## src/core_mem_pkg.sv

```systemverilog
// Shared sizes, widths and address types of the core memory region.
// Modules pull this in with a wildcard import in their body and use
// scoped names in their port lists.

`default_nettype none

package core_mem_pkg;

  // wide RAM words, as seen by the loader ports
  localparam int WIDE_W    = 64;
  localparam int WIDE_BE_W = WIDE_W / 8;

  // core side data and address width
  localparam int CORE_W    = 32;
  localparam int CORE_BE_W = CORE_W / 8;

  // memory sizes in bytes
  localparam int INSTR_RAM_BYTES = 32768;
  localparam int DATA_RAM_BYTES  = 16384;

  // byte address bits of each RAM
  localparam int INSTR_ADDR_W = $clog2(INSTR_RAM_BYTES);
  localparam int DATA_ADDR_W  = $clog2(DATA_RAM_BYTES);

  typedef logic [INSTR_ADDR_W-1:0] instr_addr_t;
  typedef logic [DATA_ADDR_W-1:0]  data_addr_t;

  // byte offset inside one wide word
  localparam int WORD_OFS_W = $clog2(WIDE_BE_W);

  // load/store page that maps onto the data RAM, compared with addr[31:20]
  localparam logic [11:0] LOCAL_PAGE = 12'h001;

  // interrupt lines and encoded id
  localparam int IRQ_N    = 32;
  localparam int IRQ_ID_W = $clog2(IRQ_N);

endpackage

`default_nettype wire

```

## src/irq_id_encoder.sv

```systemverilog
// Interrupt line encoder. Collapses the interrupt lines into one request
// bit and the index of the highest active line. Purely combinational.

`timescale 1ns/1ps
`default_nettype none

module irq_id_encoder (
  input  wire logic [core_mem_pkg::IRQ_N-1:0]    irq_i,
  output logic                                   irq_o,
  output logic      [core_mem_pkg::IRQ_ID_W-1:0] irq_id_o
);

  import core_mem_pkg::*;

  assign irq_o = |irq_i;

  // later lines overwrite earlier ones, so the highest index wins
  always_comb begin
    irq_id_o = '0;
    for (int i = 0; i < IRQ_N; i++) begin
      if (irq_i[i]) begin
        irq_id_o = IRQ_ID_W'(i);
      end
    end
  end

endmodule

`default_nettype wire

```

## config.mk

```make
export PLATFORM = sky130hd
export DESIGN_NAME = irq_id_encoder
export DESIGN_NICKNAME = d
export VERILOG_FILES = /design/src/core_mem_pkg.sv /design/src/irq_id_encoder.sv
export SDC_FILE = /design/constraint.sdc
export NUM_CORES = 1
export LEC_CHECK = 0
export ABC_AREA = 1
export BUFFER_PORTS_ARGS = -buffer_cell sky130_fd_sc_hd__buf_4
export CAP_MARGIN = 20
export CORE_AREA = 2 2 39 41
export DETAILED_ROUTE_END_ITERATION = 12
export DIE_AREA = 0 0 41 43
export PLACE_DENSITY = 0.68
export SLEW_MARGIN = 20
export SYNTH_ARGS = -nofsm -noshare
export SYNTH_HDL_FRONTEND = slang
export SYNTH_SLANG_ARGS = --single-unit
```

## constraint.sdc

```tcl
create_clock -name vclk -period 2.8
set_clock_uncertainty 0.05 [all_clocks]
set_input_delay 0.42 -clock vclk [all_inputs]
set_output_delay 0.42 -clock vclk [all_outputs]
set_load 0.05 [all_outputs]
```

==> flow_summary_export.csv, run 1 <==
group,metric,value,unit
critical_path,critPathArrivalTime,2.11,ns
sta,hold_violations,0,
finish,areaGrowthSynthToFinish,72.89,%
sta,max_freq,388.3,MHz
sta,relSlewSlack,83.98,%
route,route.detailed.drc,0,
power,peakVddDrop,0.06122,mV
route,route.layer.met1.wl,469,microns
yosys,synth_area,429.2,sq um
route,detailedRoute.firstIterationViolations,6,
route,vias,659,
placement,io_buffers,38,
grt,grt_usage,12.99,%
critical_path,path_class,"input port to output port",
floorplan,die_area,1763,sq um
floorplan,num_rows,14,
critical_path,cp_data_required_time,2.33,ns
route,drt_pass1_iterations,2,
route,top_layer_used,"met3",
route,dr_wl_met3,55,microns
critical_path,slowest_stage,"buf_6",
critical_path,crit_path_end_kind,"output port",
grt,antenna_found_initial,0,
sta,rsz0062_at_grt,"true",
outcome,outcome,"complete, no violations",
placement,gp_congestion,0.7944,
finish,layout.nets,178,
sta,holdWs,1.124,ns
finish,drive_gt1_share,30.56,%
sta,fin_crit_sh,91.97,%
critical_path,critPathLaunchType,"input port",
floorplan,start_util,31.01,%
clock_tree,post_cts.repair.setup_buffers,0,
yosys,syn_nets,138,
yosys,ys_seq_area_share,0,%
finish,antenna_cells,0,
hold_path,min_to,"irq_id_o[0]",
route,wl_per_cell,6.938,microns
route,drt_wl_total,1.110,mm
sta,setup_violations,0,
critical_path,cpPeakStageDelay,0.16,ns
route,viasPerCell,4.119,
sta,drv_slew,0,
power,powerDensity,124.3,nW/um^2
route,wl_met2,586,microns
sta,finalCriticalPeriod,2.575,ns
yosys,postSynthCellCount,106,
route,ant_nets,0,
hold_path,whs_path_depth,4,
grt,overflow,0,
yosys,synth_cell_types,11,
run,drv_cap,0,
floorplan,pin_count,38,
floorplan,die_x,41,microns
placement,dpl.hpwl,1.039,mm
critical_path,crit_fanout,3,
floorplan,die_h,43,microns
yosys,yosysWarnings,0,
finish,seq_area,0,sq um
floorplan,coreArea,1384,sq um
finish,clockBufferCount,0,
grt,grt_pass1_wl,1.745,mm
grt,grt_max_degree,4,
hold_path,hold_path.startpoint,"irq_i[31]",
sta,worst_pin_slew,0.2381,ns
hold_path,hp-class,"input port to output port",
power,power.leakage,0.4921,nW
yosys,postSynthAreaPerCell,4.049,sq um
finish,nFlopsAndLatches,0,
grt,grt_pass1_vias,525,
critical_path,crit_top_cell,"nand2_1",
power,total_power,0.09226,mW
==> critical path: cells and delay by family <==
family	cells	cell delay (ns)
AND/OR/NAND/NOR	30	1.38
buffers and inverters	3	0.29
==> cell usage after synthesis <==
| cell type | n | area share, % |
|---|---|---|
| a31oi_1 | 1 | 1.5 |
| bufinv_8 | 1 | 4.1 |
| inv_1 | 25 | 22 |
| inv_2 | 4 | 3.5 |
| nand2_1 | 49 | 43 |
| nand3_1 | 3 | 3.5 |
| nor2_1 | 19 | 17 |
| nor4_1 | 1 | 1.5 |
| o21ai_0 | 1 | 1.2 |
| o21bai_1 | 1 | 1.7 |
| o31ai_1 | 1 | 1.7 |
==> power breakdown <==
part | total (mW) | internal (mW) | switching [mW]
Sequential | 0 | 0 | 0
Combinational | 0.0923 | 0.0496 | 0.0427
Clock | 0 | 0 | 0
==> layer usage <==
| layer | vias to the layer above | track usage [%] |
|---|---|---|
| li1 | 378 | - |
| met1 | 264 | 13.92 |
| met2 | 17 | 26.88 |
| met3 | 0 | 0 |
| met4 | 0 | 0 |
| met5 | - | 0 |
==> how the worst max path moves through the flow <==
stage	cells past startpoint	slack, ns	end	from
finish	33	0.22	irq_id_o[0]	irq_i[2]
global route	33	-0.08	irq_id_o[0]	irq_i[2]
CTS	33	0.14	irq_id_o[0]	irq_i[2]
detailed placement	33	0.14	irq_id_o[0]	irq_i[2]
global placement	33	0.17	irq_id_o[0]	irq_i[2]
floorplan	31	0.34	irq_id_o[0]	irq_i[2]
==> final cells by class <==
| type | count | area, sq um |
|---|---|---|
| tap | 16 | 20.02 |
| fill | 161 | 641.9 |
| timing repair buffer | 38 | 292.8 |
| inverter | 30 | 126.4 |
| multi-input combinational | 76 | 302.8 |
==> layout by cell type (no fill, tap or decap), types with 2 or more instances in the layout <==
master	n
nand2_1	49
buf_4	36
inv_1	24
nor2_1	19
inv_2	5
nand3_1	3
buf_6	2
==> cells by family after synthesis <==
| logic type | count (synthesis) | share of synthesized area, % |
|---|---|---|
| and+or+nand+nor | 72 | 64.43 |
| buffers and inverters | 30 | 29.45 |
| AOI/OAI and AO/OA | 4 | 6.124 |
==> through the flow <==
stage / std cells / TNS, ns / utilization (%) / instance area, sq um / setup slack (ns)
floorplan: 106 / 0 / - / 429.2 / 0.3399
global route: 160 / -0.08348 / 53.62 / 742.0 / -0.08348
finish: 160 / 0 / 53.62 / 742.0 / 0.2247
CTS: 160 / 0 / 53.07 / 734.5 / 0.1377
detailed placement: 160 / 0 / 53.07 / 734.5 / 0.1422
global placement: 160 / 0 / 53.07 / 734.5 / 0.1740
==> repair_timing <==
action | in CTS | in global routing
hold buffers | 0 | 0
endpoints found under the setup margin | 0 | 1
resized for setup | 0 | 3
Note: power is estimated with default switching activity, not from simulation.
==> run 2: changes to the inputs <==
--- a/config.mk
+++ b/config.mk
@@ -8,10 +8,12 @@
 export ABC_AREA = 1
 export BUFFER_PORTS_ARGS = -buffer_cell sky130_fd_sc_hd__buf_4
 export CAP_MARGIN = 20
-export CORE_AREA = 2 2 39 41
+export CELL_PAD_IN_SITES_DETAIL_PLACEMENT = 1
+export CELL_PAD_IN_SITES_GLOBAL_PLACEMENT = 1
+export CORE_MARGIN = 1
+export CORE_UTILIZATION = 23
 export DETAILED_ROUTE_END_ITERATION = 12
-export DIE_AREA = 0 0 41 43
-export PLACE_DENSITY = 0.68
+export PLACE_DENSITY = 0.87
 export SLEW_MARGIN = 20
 export SYNTH_ARGS = -nofsm -noshare
 export SYNTH_HDL_FRONTEND = slang
==> run 2 against run 1 <==
Net effect:
- maximum frequency decreased by 2.4%
- combinational power increased by 3.3%
- first-iteration DRC count decreased by 50%
- die area increased by 16%
- global-route usage increased by 1.1 points
- flip-flop and latch count unchanged
- total power increased by 3.3%
- highest routed layer unchanged
==> flow_summary_export.csv, run 2 (same netlist as run 1, synthesis figures left out) <==
group,metric,value,unit
route,drt_wl_total,1.461,mm
power,power_frac_clock,0,%
floorplan,num_rows,15,
sta,holdWs,1.116,ns
floorplan,start_util,24.59,%
power,peakVddDrop,0.05910,mV
route,route.detailed.drc,0,
sta,hold_violations,0,
critical_path,crit_fanout,3,
sta,tns,0,ns
grt,grt_pass1_wl,2.256,mm
route,viasPerCell,4.065,
sta,worst_pin_slew,0.2608,ns
critical_path,critPathLaunch,"irq_i[2]",
grt,overflow,0,
finish,nFlopsAndLatches,0,
grt,grt_usage,14.07,%
critical_path,slowest_stage,"buf_6",
critical_path,cp-endpoint,"irq_id_o[0]",
route,ant_nets,0,
critical_path,critPathArrivalTime,2.17,ns
sta,finalCriticalPeriod,2.638,ns
sta,drv_slew,0,
sta,relSlewSlack,82.45,%
power,p_int,0.05020,mW
floorplan,pin_count,38,
critical_path,crit_top_cell,"nand2_1",
finish,drive_gt1_share,30.56,%
floorplan,die_x,45.20,microns
critical_path,cpPeakStageDelay,0.15,ns
grt,grt_max_degree,4,
placement,gp_congestion,0.6366,
route,wl_per_cell,8.645,microns
finish,areaGrowthSynthToFinish,76.38,%
finish,antenna_cells,0,
route,vias,687,
sta,setup_violations,0,
floorplan,die_area,2043,sq um
sta,fin_crit_sh,94.20,%
floorplan,die_h,45.20,microns
placement,io_buffers,38,
finish,fillerInstances,283,
finish,clockBufferCount,0,
finish,mostFrequentLayoutCells,"49 x nand2_1, 36 x buf_4, 24 x inv_1",
finish,layout.nets,178,
power,p_comb_share,100.0,%
power,pwr-share-seq,0,%
critical_path,critPathLaunchType,"input port",
power,p_switching,0.04510,mW
critical_path,cp_data_required_time,2.33,ns
power,power.leakage,0.4935,nW
critical_path,crit_path_end_kind,"output port",
critical_path,path_class,"input port to output port",
hold_path,hp-class,"input port to output port",
power,powerDensity,125.9,nW/um^2
power,p_sw_share,47.32,%
route,detailedRoute.firstIterationViolations,3,
floorplan,coreArea,1745,sq um
grt,grt_pass1_vias,642,
placement,dpl.hpwl,1.409,mm
hold_path,whs_path_depth,4,
outcome,outcome,"complete, no violations",
sta,rsz0062_at_grt,"true",
finish,seq_area,0,sq um
sta,max_freq,379.1,MHz
grt,antenna_found_initial,0,
finish,layout_commonest_cell,"nand2_1",
run,drv_cap,0,
clock_tree,post_cts.repair.setup_buffers,0,
route,drt_pass1_iterations,3,
-- run 2: repair_timing --
item / 4_1_cts / 5_1_grt
hold buffers: 0 / 0
gates resized for setup: 0 / 4
setup endpoints to repair: 0 / 1
endpoints found under the hold margin: 0 / 0
-- run 2: power by group through the flow --
stage               Sequential (mW)  Combinational (mW)  Clock, mW
global placement                  0              0.0903          0
floorplan                         0              0.0440          0
global route                      0               0.106          0
finish                            0              0.0953          0
detailed placement                0              0.0946          0
CTS                               0              0.0948          0
-- run 2: worst min-delay path by stage --
| stage | start | endpoint | slack, ns |
|---|---|---|---|
| finish | irq_i[31] | irq_id_o[0] | 1.12 |
| global route | irq_i[31] | irq_id_o[0] | 1.14 |
| CTS | irq_i[31] | irq_id_o[0] | 1.14 |
| detailed placement | irq_i[31] | irq_id_o[0] | 1.14 |
| global placement | irq_i[31] | irq_id_o[0] | 1.14 |
| floorplan | irq_i[31] | irq_id_o[0] | 1.10 |
-- run 2: critical path, delay by kind of cell --
kind | cells | cell delay (ns)
buf+inv | 3 | 0.28
simple gates | 30 | 1.46
-- run 2: stage by stage --
step | cells | area (sq um) | worst slack (ns) | utilization, % | total power, mW
after floorplan | 106 | 429.2 | 0.3399 | - | 0.04404
after global placement | 169 | 745.7 | 0.1472 | 42.72 | 0.09029
after detailed placement | 169 | 745.7 | 0.08017 | 42.72 | 0.09458
after CTS | 169 | 745.7 | 0.07642 | 42.72 | 0.09483
after global routing | 169 | 757.0 | -0.1992 | 43.37 | 0.1063
final | 169 | 757.0 | 0.1623 | 43.37 | 0.09530
-- run 2: area by class of cell --
cell class                      count  area [sq um]  share of cell area [%]
Inverter                           30         126.4                   16.69
Multi-Input combinational cell     76         302.8                   40.00
Tap cell                           25         31.28                   4.132
Timing Repair Buffer               38         296.5                   39.17
-- run 2: metal layers --
layer  part of all wire, %  wire length (microns)  vias up  track usage [%]
met5                     0                      0        -                0
met2                    58                    841       14            30.72
met1                    40                    582      296            15.24
met4                     0                      0        0                0
li1                      -                      -      377                -
met3                   2.5                     36        0           0.4000
