**src/core_mem_pkg.sv**
```systemverilog
// Shared sizes, widths and address types of the core memory region.
// Modules pull this in with a wildcard import in their body and use
// scoped names in their port lists.

`default_nettype none

package core_mem_pkg;

  // wide RAM words, as seen by the loader ports
  localparam int WIDE_W    = 64;
  localparam int WIDE_BE_W = WIDE_W / 8;

  // core side data and address width
  localparam int CORE_W    = 32;
  localparam int CORE_BE_W = CORE_W / 8;

  // memory sizes in bytes
  localparam int INSTR_RAM_BYTES = 32768;
  localparam int DATA_RAM_BYTES  = 16384;

  // byte address bits of each RAM
  localparam int INSTR_ADDR_W = $clog2(INSTR_RAM_BYTES);
  localparam int DATA_ADDR_W  = $clog2(DATA_RAM_BYTES);

  typedef logic [INSTR_ADDR_W-1:0] instr_addr_t;
  typedef logic [DATA_ADDR_W-1:0]  data_addr_t;

  // byte offset inside one wide word
  localparam int WORD_OFS_W = $clog2(WIDE_BE_W);

  // load/store page that maps onto the data RAM, compared with addr[31:20]
  localparam logic [11:0] LOCAL_PAGE = 12'h001;

  // interrupt lines and encoded id
  localparam int IRQ_N    = 32;
  localparam int IRQ_ID_W = $clog2(IRQ_N);

endpackage

`default_nettype wire

```
**src/lsu_demux.sv**
```systemverilog
// Load/store request router. Requests in the local page go to the data
// RAM port, all others to the external port. A one-bit register keeps
// track of which side returns the next response.

`timescale 1ns/1ps
`default_nettype none

module lsu_demux (
  input  wire logic                             clk,
  input  wire logic                             rst_n,

  // load/store master side
  input  wire logic                             lsu_req_i,
  input  wire logic [core_mem_pkg::CORE_W-1:0]  lsu_addr_i,
  output logic                                  lsu_gnt_o,
  output logic                                  lsu_rvalid_o,
  output logic      [core_mem_pkg::CORE_W-1:0]  lsu_rdata_o,

  // data RAM side
  output logic                                  local_req_o,
  input  wire logic                             local_gnt_i,
  input  wire logic                             local_rvalid_i,
  input  wire logic [core_mem_pkg::CORE_W-1:0]  local_rdata_i,

  // external side
  output logic                                  ext_req_o,
  input  wire logic                             ext_gnt_i,
  input  wire logic                             ext_rvalid_i,
  input  wire logic [core_mem_pkg::CORE_W-1:0]  ext_rdata_i
);

  import core_mem_pkg::*;

  logic is_local;
  logic resp_ext_q;

  assign is_local = (lsu_addr_i[CORE_W-1:CORE_W-12] == LOCAL_PAGE);

  assign local_req_o = lsu_req_i &  is_local;
  assign ext_req_o   = lsu_req_i & ~is_local;

  // grant comes from whichever side got the request
  always_comb begin
    lsu_gnt_o = 1'b0;
    if (ext_req_o) begin
      lsu_gnt_o = ext_gnt_i;
    end else if (local_req_o) begin
      lsu_gnt_o = local_gnt_i;
    end
  end

  // response source starts at local after reset
  always_ff @(posedge clk or negedge rst_n) begin
    if (!rst_n) begin
      resp_ext_q <= 1'b0;
    end else if (lsu_req_i) begin
      resp_ext_q <= ~is_local;
    end
  end

  assign lsu_rdata_o  = resp_ext_q ? ext_rdata_i : local_rdata_i;
  assign lsu_rvalid_o = local_rvalid_i | ext_rvalid_i;

endmodule

`default_nettype wire

```
**config.mk**
```make
export PLATFORM = sky130hd
export DESIGN_NAME = lsu_demux
export DESIGN_NICKNAME = d
export VERILOG_FILES = /design/src/core_mem_pkg.sv /design/src/lsu_demux.sv
export SDC_FILE = /design/constraint.sdc
export NUM_CORES = 1
export LEC_CHECK = 0
export BUFFER_PORTS_ARGS = -buffer_cell sky130_fd_sc_hd__buf_2
export CORE_AREA = 2 2 54 56
export DETAILED_ROUTE_END_ITERATION = 10
export DIE_AREA = 0 0 56 58
export HOLD_SLACK_MARGIN = 0.15
export PLACE_DENSITY = 0.73
export SYNTH_ARGS = -nofsm -noshare
export SYNTH_HDL_FRONTEND = slang
export SYNTH_SLANG_ARGS = --single-unit
```
**constraint.sdc**
```tcl
create_clock -name clk -period 1.2 [get_ports clk]
set_clock_uncertainty 0.05 [all_clocks]
set_input_delay 0.12 -clock clk [delete_from_list [all_inputs] [get_ports clk]]
set_output_delay 0.12 -clock clk [all_outputs]
set_load 0.1 [all_outputs]
```
==> impl_metrics.csv, run 1 <==
group,metric,value,unit
status,outcome,"finished, violations left",
status,violations,"negative setup slack",
timing,setup_viol,35,
synthesis,syn_area,510,µm²
flow_run,cap_violations,0,
clock_tree,path_clk_slew,0,ps
critical_path,critPathMaxFanout,3,
global_route,grt-ovfl-total,0,
synthesis,synth-async-reset-ratio,100,%
timing,rsz0062_at_grt,"yes",
synthesis,synth_edf_count,0,
final_layout,top_register,"resp_ext_q",
final_layout,seq_area,26.3,µm²
global_route,grt_pass1_vias,974,
die,design.core.area,0.00266,mm²
timing,maxSlewViolCount,0,
synthesis,syn_avg_cell_area,10.4,µm²
critical_path,cp_top_family,"simple AND/OR/NAND/NOR gates",
final_layout,multiInputGateArea,619,µm²
global_route,grt_max_degree,16,
detailed_routing,viasPerCell,4.46,
worst_hold_path,hold_start,"lsu_req_i",
final_layout,largest_reg_flops,1,
die,row_count,19,
final_layout,synthToLayoutAreaGrowth,290,%
synthesis,syn_nets,152,
synthesis,synth-seq-cells,1,
power_and_ir_drop,leakage,0.00111,µW
timing,whs,326,ps
die,dieWidth,56,µm
final_layout,nets,277,
final_layout,antenna_cells,0,
detailed_routing,route.detailed.drc,0,
critical_path,cp-start-kind,"input port",
global_route,track_usage,15.7,%
placement,place.gp.congestion,0.724,
global_route,grt_pass1_wl,4170,µm
synthesis,synth_top_flop_cell,"dfrtp_1",
placement,place_area,0.00178,mm²
timing,setup_ws,-180,ps
power_and_ir_drop,ir_worst_vdd,0.000425,V
timing,slew-limit-headroom,67.3,%
timing,fmax,725,MHz
timing,min_period,1380,ps
die,dieArea,0.00325,mm²
synthesis,synth_top_cells_by_count,"mux2_2 (32), buf_6 (4), nand2_1 (2), nor4_1 (2)",
synthesis,yosys_warnings,0,
synthesis,synthTopCellsByArea,"mux2_2 (71%), buf_6 (8.8%), dfrtp_1 (4.9%), nor4b_2 (2.9%), nor4_1 (2.5%)",
detailed_routing,num_vias,905,
synthesis,yosysSeqAreaShare,4.90,%
critical_path,crit_slowest_cell,"nor4b_4",
critical_path,timing.rr.start,"resp_ext_q",
final_layout,drive_above_1_share,97.1,%
critical_path,cp.required,1030,ps
placement,place_ws,-354,ps
detailed_routing,ant_nets,0,
die,io_pins,139,
detailed_routing,wl_per_cell,14.4,µm
clock_tree,clock_latency,0,ps
detailed_routing,drtPass1Iterations,2,
critical_path,critical_path.startpoint,"lsu_addr_i[21]",
power_and_ir_drop,p_per_area,526,mW/mm²
final_layout,fill_cells,176,
worst_hold_path,hold_path_class,"input port to flop",
die,die-height,58,µm
synthesis,yosysMostFrequentCell,"mux2_2",
critical_path,crit_chain,"buf_2 -> nor4b_4 -> and3_4 -> mux2i_4 -> buf_12",
timing,finalCritPeriodShare,115,%
critical_path,path_buf_inv,2,
synthesis,yosys.area.top_type,"mux2_2",
placement,port_buffers,118,
global_route,antenna_found_initial,0,
timing,worstMarginPinSlew,494,ps
critical_path,critPathArrivalTime,1210,ps
critical_path,critPathMaxStageDelay,280,ps
detailed_routing,totalWireLength,2920,µm
final_layout,top_regs,"resp_ext_q: 1 flops",
synthesis,synth_top_area_share,70.6,%
critical_path,end_kind,"output pin",
synthesis,synth_cell_types,13,
placement,post-dp-hpwl,2270,µm
detailed_routing,drt-initial-drc-count,15,
die,initial_core_util,19.2,%
critical_path,path_class,"input port to output pin",
synthesis,syn_inst,49,
timing,finalHoldViolations,0,
final_layout,final_cell_area,0.00199,mm²
-- final cells by class --
class,instances,area share (%)
sequential,1,1.32
multi-input combinational,44,31.1
tap,31,1.95
timing repair buffer,127,65.7
-- worst paths after layout --
path	to	slack [ps]	depth (start not counted)
worst max-delay path	lsu_gnt_o	-180	5
worst max register to register	resp_ext_q	190	4
worst min-delay path	resp_ext_q	330	2
max in group asynchronous	resp_ext_q	600	2
min in group asynchronous	resp_ext_q	400	2
worst min register to register	resp_ext_q	790	4
-- per-stage QoR --
| stage | std cells | setup TNS [ps] | utilization (%) | total power (µW) |
|---|---|---|---|---|
| finish | 203 | -4640 | 74.9 | 1050 |
| global route | 203 | -5180 | 74.9 | 1080 |
| CTS | 199 | -3650 | 70.4 | 1040 |
| detailed placement | 196 | -2480 | 67.0 | 1020 |
| global placement | 196 | -2240 | 67.0 | 1010 |
| floorplan | 49 | -1740 | - | 602 |
-- repair_timing --
item                                    4_1_cts  5_1_grt
endpoints found under the setup margin       35       35
buffers inserted                              1        1
pin swaps                                     2        1
cloned                                        1        3
hold buffers                                  1        0
gates resized for setup                      10        3
endpoints found under the hold margin         1        0
-- worst register-to-register path: cells and delay by family, from the launching register on --
family	cells	cell delay, ps
AND/OR/NAND/NOR	1	90
buffers and inverters	2	310
flip-flops	1	390
AO/OA/AOI/OAI	1	50
-- kinds of logic after synthesis --
| group | Yosys count | synth area share [%] |
|---|---|---|
| muxes | 33 | 72.5 |
| AOI/OAI and AO/OA | 1 | 0.979 |
| DFF | 1 | 4.90 |
| buffers and inverters | 4 | 8.82 |
| and+or+nand+nor | 10 | 12.7 |
-- where the power goes --
group / leakage [µW] / internal [µW] / switching (µW)
logic: 0.00110 / 417 / 598
registers: 0.00000844 / 34.3 / 0.00930
clock network: 0 / 0 / 0
total: 0.00111 / 451 / 598
-- routing by layer --
layer,track usage (%),vias up,part of all wire [%]
met2,34.6,70,57
met4,0,0,0
met5,0,-,0
met3,3.79,0,11
li1,-,432,-
met1,15.3,403,32
-- cell usage in the layout (no fill, tap or decap) --
master         instances
mux2_4                32
nor4_4                 2
buf_16                 1
dfrtp_2                1
nand2_1                2
clkbuf_16              3
and2_2                 1
a21oi_1                1
nor2_1                 1
buf_12                38
mux2i_4                1
dlygate4sd3_1          1
buf_6                  2
nor4b_4                1
buf_4                  1
nor2b_2                1
and3_4                 1
or2_2                  1
buf_2                 81
Power figures use the tool's default switching activity.
==> run 2: changes to the inputs <==
CAP_MARGIN = 30   (was unset)
MAX_ROUTING_LAYER = met4   (was unset)
==> impl_metrics.csv, run 2 (synthesized netlist as in run 1, its figures left out) <==
group,metric,value,unit
status,outcome,"finished, violations left",
status,violations,"negative setup slack",
clock_tree,clock_latency,0,ps
die,initial_core_util,19.2,%
detailed_routing,ant_nets,0,
detailed_routing,num_vias,907,
worst_hold_path,hold_path_class,"input port to flop",
worst_hold_path,hold_start,"lsu_req_i",
power_and_ir_drop,p_per_area,526,mW/mm²
die,row_count,19,
timing,finalHoldViolations,0,
final_layout,antenna_cells,0,
critical_path,end_kind,"output pin",
final_layout,most-common-layout-cells,"buf_2 (81), buf_12 (38), mux2_4 (32), clkbuf_16 (3)",
final_layout,nets,277,
worst_hold_path,whs_path_depth,2,
final_layout,final_cell_area,0.00199,mm²
timing,setup_tns,-4640,ps
timing,fmax,725,MHz
global_route,grt-ovfl-total,0,
timing,min_period,1380,ps
critical_path,rrSetupSlack,190,ps
die,die-height,58,µm
detailed_routing,viasPerCell,4.47,
timing,rsz0062_at_grt,"yes",
final_layout,final_util,74.9,%
timing,finalCritPeriodShare,115,%
flow_run,cap_violations,0,
final_layout,largest_reg_flops,1,
timing,slew-limit-headroom,67.3,%
global_route,grt_max_degree,16,
final_layout,drive_above_1_share,97.1,%
detailed_routing,route.detailed.drc,0,
final_layout,top_register,"resp_ext_q",
die,dieWidth,56,µm
die,io_pins,139,
detailed_routing,wl_per_cell,14.3,µm
final_layout,synthToLayoutAreaGrowth,290,%
global_route,grt_pass1_vias,980,
die,design.core.area,0.00266,mm²
detailed_routing,totalWireLength,2910,µm
critical_path,path_class,"input port to output pin",
final_layout,top_regs,"resp_ext_q: 1 flops",
clock_tree,path_clk_slew,0,ps
timing,worstMarginPinSlew,494,ps
global_route,track_usage,16.1,%
critical_path,reg2reg_depth,4,
final_layout,fin_cells,203,
critical_path,critPathMaxFanout,3,
worst_hold_path,holdPathEnd,"resp_ext_q",
final_layout,multiInputGateArea,619,µm²
final_layout,fill_cells,176,
power_and_ir_drop,power,1050,µW
critical_path,critPathArrivalTime,1210,ps
critical_path,cp.required,1030,ps
critical_path,cp-start-kind,"input port",
placement,placedCellCount,196,
final_layout,layout_commonest_cell,"buf_2",
placement,place.gp.congestion,0.733,
timing,maxSlewViolCount,0,
detailed_routing,drtPass1Iterations,2,
global_route,grt_pass1_wl,4160,µm
timing,setup_viol,35,
placement,place_area,0.00178,mm²
power_and_ir_drop,leakage,0.00111,µW
placement,port_buffers,118,
die,dieArea,0.00325,mm²
critical_path,timing.rr.start,"resp_ext_q",
global_route,antenna_found_initial,0,
detailed_routing,drt-initial-drc-count,15,
critical_path,r2r_end,"resp_ext_q",
final_layout,seq_area,26.3,µm²
power_and_ir_drop,ir_worst_vdd,0.000425,V
placement,post-dp-hpwl,2270,µm
timing,setup_ws,-180,ps
[run 2: cell counts in the layout (fill, tap and decap cells not counted)]
Identical to the previous run, type by type.
[run 2: what timing repair did]
item | CTS | global route
hold buffers | 1 | 0
setup endpoints to repair | 35 | 35
setup buffers | 1 | 1
cloned | 1 | 3
hold endpoints to repair | 1 | 0
gates resized for setup | 10 | 3
pin swaps | 2 | 1
[run 2: worst max-delay path by stage]
stage / cells past startpoint / from / slack, ps / endpoint
after floorplan: 3 / lsu_addr_i[20] / -290 / ext_req_o
after global placement: 5 / lsu_addr_i[26] / -340 / lsu_gnt_o
after detailed placement: 5 / lsu_addr_i[26] / -350 / lsu_gnt_o
after CTS: 5 / lsu_addr_i[31] / -190 / lsu_gnt_o
after global routing: 5 / lsu_addr_i[21] / -210 / lsu_gnt_o
final: 5 / lsu_addr_i[21] / -180 / lsu_gnt_o
[run 2: stage by stage]
| step | worst slack, ps | hold slack, ps |
|---|---|---|
| after floorplan | -290 | -226 |
| after global placement | -343 | -155 |
| after detailed placement | -354 | -152 |
| after CTS | -195 | 310 |
| after global routing | -211 | 335 |
| final | -180 | 326 |
[run 2: routing by layer]
metal  GRT usage, %  wire length [µm]  up-vias  part of all wire [%]
met3           2.46               294        0                    10
li1               -                 -      432                     -
met2           35.0              1660       70                    57
met5              -                 0        -                     0
met4              0                 0        0                     0
met1           15.7               957      405                    33
[run 2: power breakdown]
| part | switching (µW) | internal [µW] |
|---|---|---|
| clock network | 0 | 0 |
| registers | 0.00930 | 34.3 |
| logic | 598 | 417 |
[run 2: critical path, cell delays in order]
cell and delay [ps]:
buf_2 110, nor4b_4 280, and3_4 250, mux2i_4 250
buf_12 200
[run 2: area by class of cell]
| cell class | instances | area share, % |
|---|---|---|
| Sequential cell | 1 | 1.32 |
| Timing Repair Buffer | 127 | 65.7 |
| Tap cell | 31 | 1.95 |
| Multi-Input combinational cell | 44 | 31.1 |
